==> src/source/ex_pkg.sv <==
/*
  Execute stage shared types: instruction word formats,
  operand mux selects, ALU function codes and branch conditions
*/
package ex_pkg;

  //////////////////////////////////////////////////////////////////////
  // Instruction word, decoded as operate, memory or branch format
  //////////////////////////////////////////////////////////////////////
  typedef union packed {
    struct packed {
      logic [5:0] opcode;
      logic [4:0] ra;
      union packed {
        struct packed {
          logic [4:0] rb;     // Register B number
          logic [2:0] sbz;    // Should be zero
        } r;
        logic [7:0] lit;      // Literal, bits 20:13
      } src;
      logic       is_lit;     // Literal flag, bit 12
      logic [6:0] func;       // Operate function
      logic [4:0] rc;         // Destination
    } op;
    struct packed {
      logic [5:0]  opcode;
      logic [4:0]  ra;
      logic [4:0]  rb;        // Base register
      logic [15:0] disp;      // Signed byte offset
    } mem;
    struct packed {
      logic [5:0]  opcode;    // Low 3 bits pick the branch condition
      logic [4:0]  ra;
      logic [20:0] disp;      // Signed longword offset
    } br;
  } alpha_inst_t;

  // Operand A source
  typedef enum logic [1:0] {
    OPA_IS_REGA     = 2'd0,
    OPA_IS_MEM_DISP = 2'd1,
    OPA_IS_NPC      = 2'd2,
    OPA_IS_NOT3     = 2'd3   // Alignment mask ~3
  } opa_sel_e;

  // Operand B source, code 3 gives zero
  typedef enum logic [1:0] {
    OPB_IS_REGB    = 2'd0,
    OPB_IS_ALU_IMM = 2'd1,
    OPB_IS_BR_DISP = 2'd2
  } opb_sel_e;

  typedef enum logic [4:0] {
    ALU_ADDQ   = 5'h00,
    ALU_SUBQ   = 5'h01,
    ALU_AND    = 5'h02,
    ALU_BIS    = 5'h03,   // Logical or
    ALU_XOR    = 5'h04,
    ALU_SLL    = 5'h05,
    ALU_SRL    = 5'h06,
    ALU_CMPEQ  = 5'h07,
    ALU_CMPULT = 5'h08,
    ALU_PASSA  = 5'h09,   // Link value for branches
    ALU_MULQ   = 5'h0a    // Steered to the multiplier
  } alu_func_e;

  // Instruction bits 28:26 of the branch opcodes
  typedef enum logic [2:0] {
    BLBC = 3'd0,
    BEQ  = 3'd1,
    BLT  = 3'd2,
    BLE  = 3'd3,
    BLBS = 3'd4,
    BNE  = 3'd5,
    BGE  = 3'd6,
    BGT  = 3'd7
  } brcond_e;

endpackage

==> src/source/brcond.sv <==
/*
  Branch condition test on the register A value
*/
module brcond import ex_pkg::*;
(
  input  logic [63:0] opa,
  input  brcond_e     func,
  output logic        cond
);

  logic is_zero;
  logic is_neg;

  assign is_zero = (opa == 64'd0);
  assign is_neg  = opa[63];   // Sign bit

  always_comb
  begin
    case (func)
      BLBC:    cond = ~opa[0];
      BEQ:     cond = is_zero;
      BLT:     cond = is_neg;
      BLE:     cond = is_neg | is_zero;
      BLBS:    cond = opa[0];
      BNE:     cond = ~is_zero;
      BGE:     cond = ~is_neg;
      BGT:     cond = ~is_neg & ~is_zero;
      default: cond = 1'b0;
    endcase
  end

endmodule

==> config.mk <==
export PLATFORM = sky130hd
export DESIGN_NAME = brcond
export DESIGN_NICKNAME = d
export VERILOG_FILES = /design/src/source/ex_pkg.sv /design/src/source/brcond.sv
export SDC_FILE = /design/constraint.sdc
export NUM_CORES = 1
export LEC_CHECK = 0
export BUFFER_PORTS_ARGS = -buffer_cell sky130_fd_sc_hd__buf_2
export CELL_PAD_IN_SITES_DETAIL_PLACEMENT = 0
export CELL_PAD_IN_SITES_GLOBAL_PLACEMENT = 1
export CORE_UTILIZATION = 10
export DETAILED_ROUTE_END_ITERATION = 16
export PLACE_DENSITY_LB_ADDON = 0.1
export SYNTH_ARGS = -nofsm -noshare
export SYNTH_HDL_FRONTEND = slang
export SYNTH_SLANG_ARGS = --single-unit
==> constraint.sdc <==
create_clock -name vclk -period 2
set_input_delay 0.1 -clock vclk [all_inputs]
set_output_delay 0.1 -clock vclk [all_outputs]
set_load 0.1 [all_outputs]
==> metrics.md <==
| Metric | Value |
|---|---|
| Hold-fix buffers at CTS | 0 |
| Die height | between 40 and 50 um |
| RD Place Congestion | approximately 0.64 |
| Synth top cells by count | nor4_1 (11), nand4_1 (3), nor4_2 (3) |
| Nets | roughly 160 |
| Final hold slack | about 0.58 ns |
| Count leader, synth | nor4_1 |
| Post-synthesis cell area | approximately 190 um2 |
| 1st-iter DRT viols | 4 |
| Fmax | around 550 MHz |
| Worst path cell trace | buf_2 -> nor4_1 -> nand2_1 -> or4_1 -> o21ai_2 -> xor2_4 -> buf_12 |
| Antenna cells | 0 |
| Vias in the first global route | around 420 |
| Syn_nets | 94 |
| Leak pwr | 0.298 nW |
| Synth unique cells | 12 |
| Worst path slowest cell | or4_1 |
| Data arrival time of the critical path | about 1.7 ns |
| Slew Limit Fails | 0 |
| Antenna viol nets, final | 0 |
| CP startpoint kind | input port |
| CTS resizes | 0 |
| Drt wl/cell | roughly 8.3 um |
| Number of fill cells | roughly 180 |
| Initial Utilization | 0.107 |
| Antenna violations before repair | 0 |
| Final hold violations | 0 |
| Worst vdd ir | approximately 0.079 mV |
| Via Count | roughly 510 |
| Core area | roughly 0.0017 mm2 |
| Number of sequential cells | 0 |
| Number of max-cap violations | 0 |
| Area grow syn2layout | 217% |
| Vias per inst | between 4 and 5 |
| Layout cell share with drive strength beyond 1 | 0.768 |
| Top Ports | approximately 70 |
| Cells after synthesis | 27 |
| Tot GR Track Use | 0.0873 |
| Period utilisation layout | 0.908 |
| Worst Hold Class | input port to output port |
| Total iterations of the first detailed-routing run | 2 |
| Measured slew at the worst slew-check pin | 0.285 ns |
| Post-DP Area | 592 um2 |
| Total grt overflow | 0 |
| Mean Syn Cell Area | just under 7 um2 |
| Pin count of the biggest net entering global routing | 3 |
| CLK BUF | 0 |
| Top post-synthesis cells by area | nor4_1 (37%), nor4_2 (20%), nand4_1 (10%) |
| DP Wirelength | 991 um |
| Unrepaired setup endpoints after global routing | no |
| Post-synth top area share | 0.369 |
| Sequential Area | 0 um2 |
| Family with the most delay on the worst path | simple AND/OR/NAND/NOR gates |
| Worst Path Required | 1.90 ns |
| CP Max Fanout | 1 |
| First-pass GRT wire length | 1.35 mm |
| Crit path time final | approximately 1.8 ns |
| Outcome | complete, no violations |
| Total negative slack | 0 ns |
| Num rows | 15 |
| Finished layout cell area | around 590 um2 |
| Buffers & Inverters on Critical Path | 2 |
| Final Setup Violations | 0 |
| DRC | 0 |
| Die Span X | approximately 45 um |
| Final wirelength | 1.00 mm |
| Post-synth top area cell | nor4_1 |
| Post-CTS Repair Setup Buffers | 0 |
| Slew HR | 0.809 |
| I/O Buffers | between 60 and 70 |
| Final setup margin | 0.184 ns |
| Area of the die | approximately 0.0020 mm2 |
| PD cells | ~190 mW/mm2 |
| CP peak stage delay | 0.52 ns |
| Critical path class | input port to output port |
| Sequential share of the synthesized area | 0 |
| Worst setup EP type | output port |
| Synth Warn # | 0 |
| Place WS | about 0.16 ns |
## routing by layer
layer,GRT usage,part of all wire,up-vias
met5,0,0,-
met4,0.0121,0,0
met3,0,0.12,0
met2,0.212,0.52,42
met1,0.0740,0.35,204
li1,-,-,261
## worst paths after layout
path	cells after the start	start	end
max	7	opa[11]	cond
min	3	func[2]	cond
## where the power goes
part / internal [W] / switching, W / total, W
clock: 0 / 0 / 0
combinational: 0.0000647 / 0.0000490 / 0.000114
sequential: 0 / 0 / 0
total: 0.0000647 / 0.0000490 / 0.000114
## through the flow
stage	utilization	total power, W	instances
global route	0.339	0.000122	120
CTS	0.339	0.000115	120
global placement	0.339	0.000114	120
detailed placement	0.339	0.000115	120
floorplan	-	0.0000346	27
finish	0.339	0.000114	120
## cell type report
| cell class | count | area (um2) | share of cell area |
|---|---|---|---|
| tap | 25 | 31.3 | 0.0529 |
| multi-input combinational | 27 | 205 | 0.347 |
| timing repair buffer | 68 | 355 | 0.600 |
## cell families after synthesis
kind of cell	count (synthesis)	synth area share
xor gates and xnor gates	1	0.0470
and+or+nand+nor	24	0.879
AOI/OAI and AO/OA	2	0.0738
## tightest hold or removal path, stage by stage
cell and delay [ns]:
buf_2 0.13, xor2_4 0.08, buf_12 0.16
## placed cells by master, fill, tap and decap left out, drive strengths merged
cell / netlist / layout
a21oi: 1 / 1
buf: 0 / 68
nand2: 1 / 1
nand3: 1 / 1
nand4: 3 / 3
nor2: 1 / 1
nor3: 2 / 2
nor4: 14 / 14
nor4b: 1 / 1
o21ai: 1 / 1
or4: 1 / 1
xor2: 1 / 1
No activity file was read; power rests on OpenSTA's default activity.
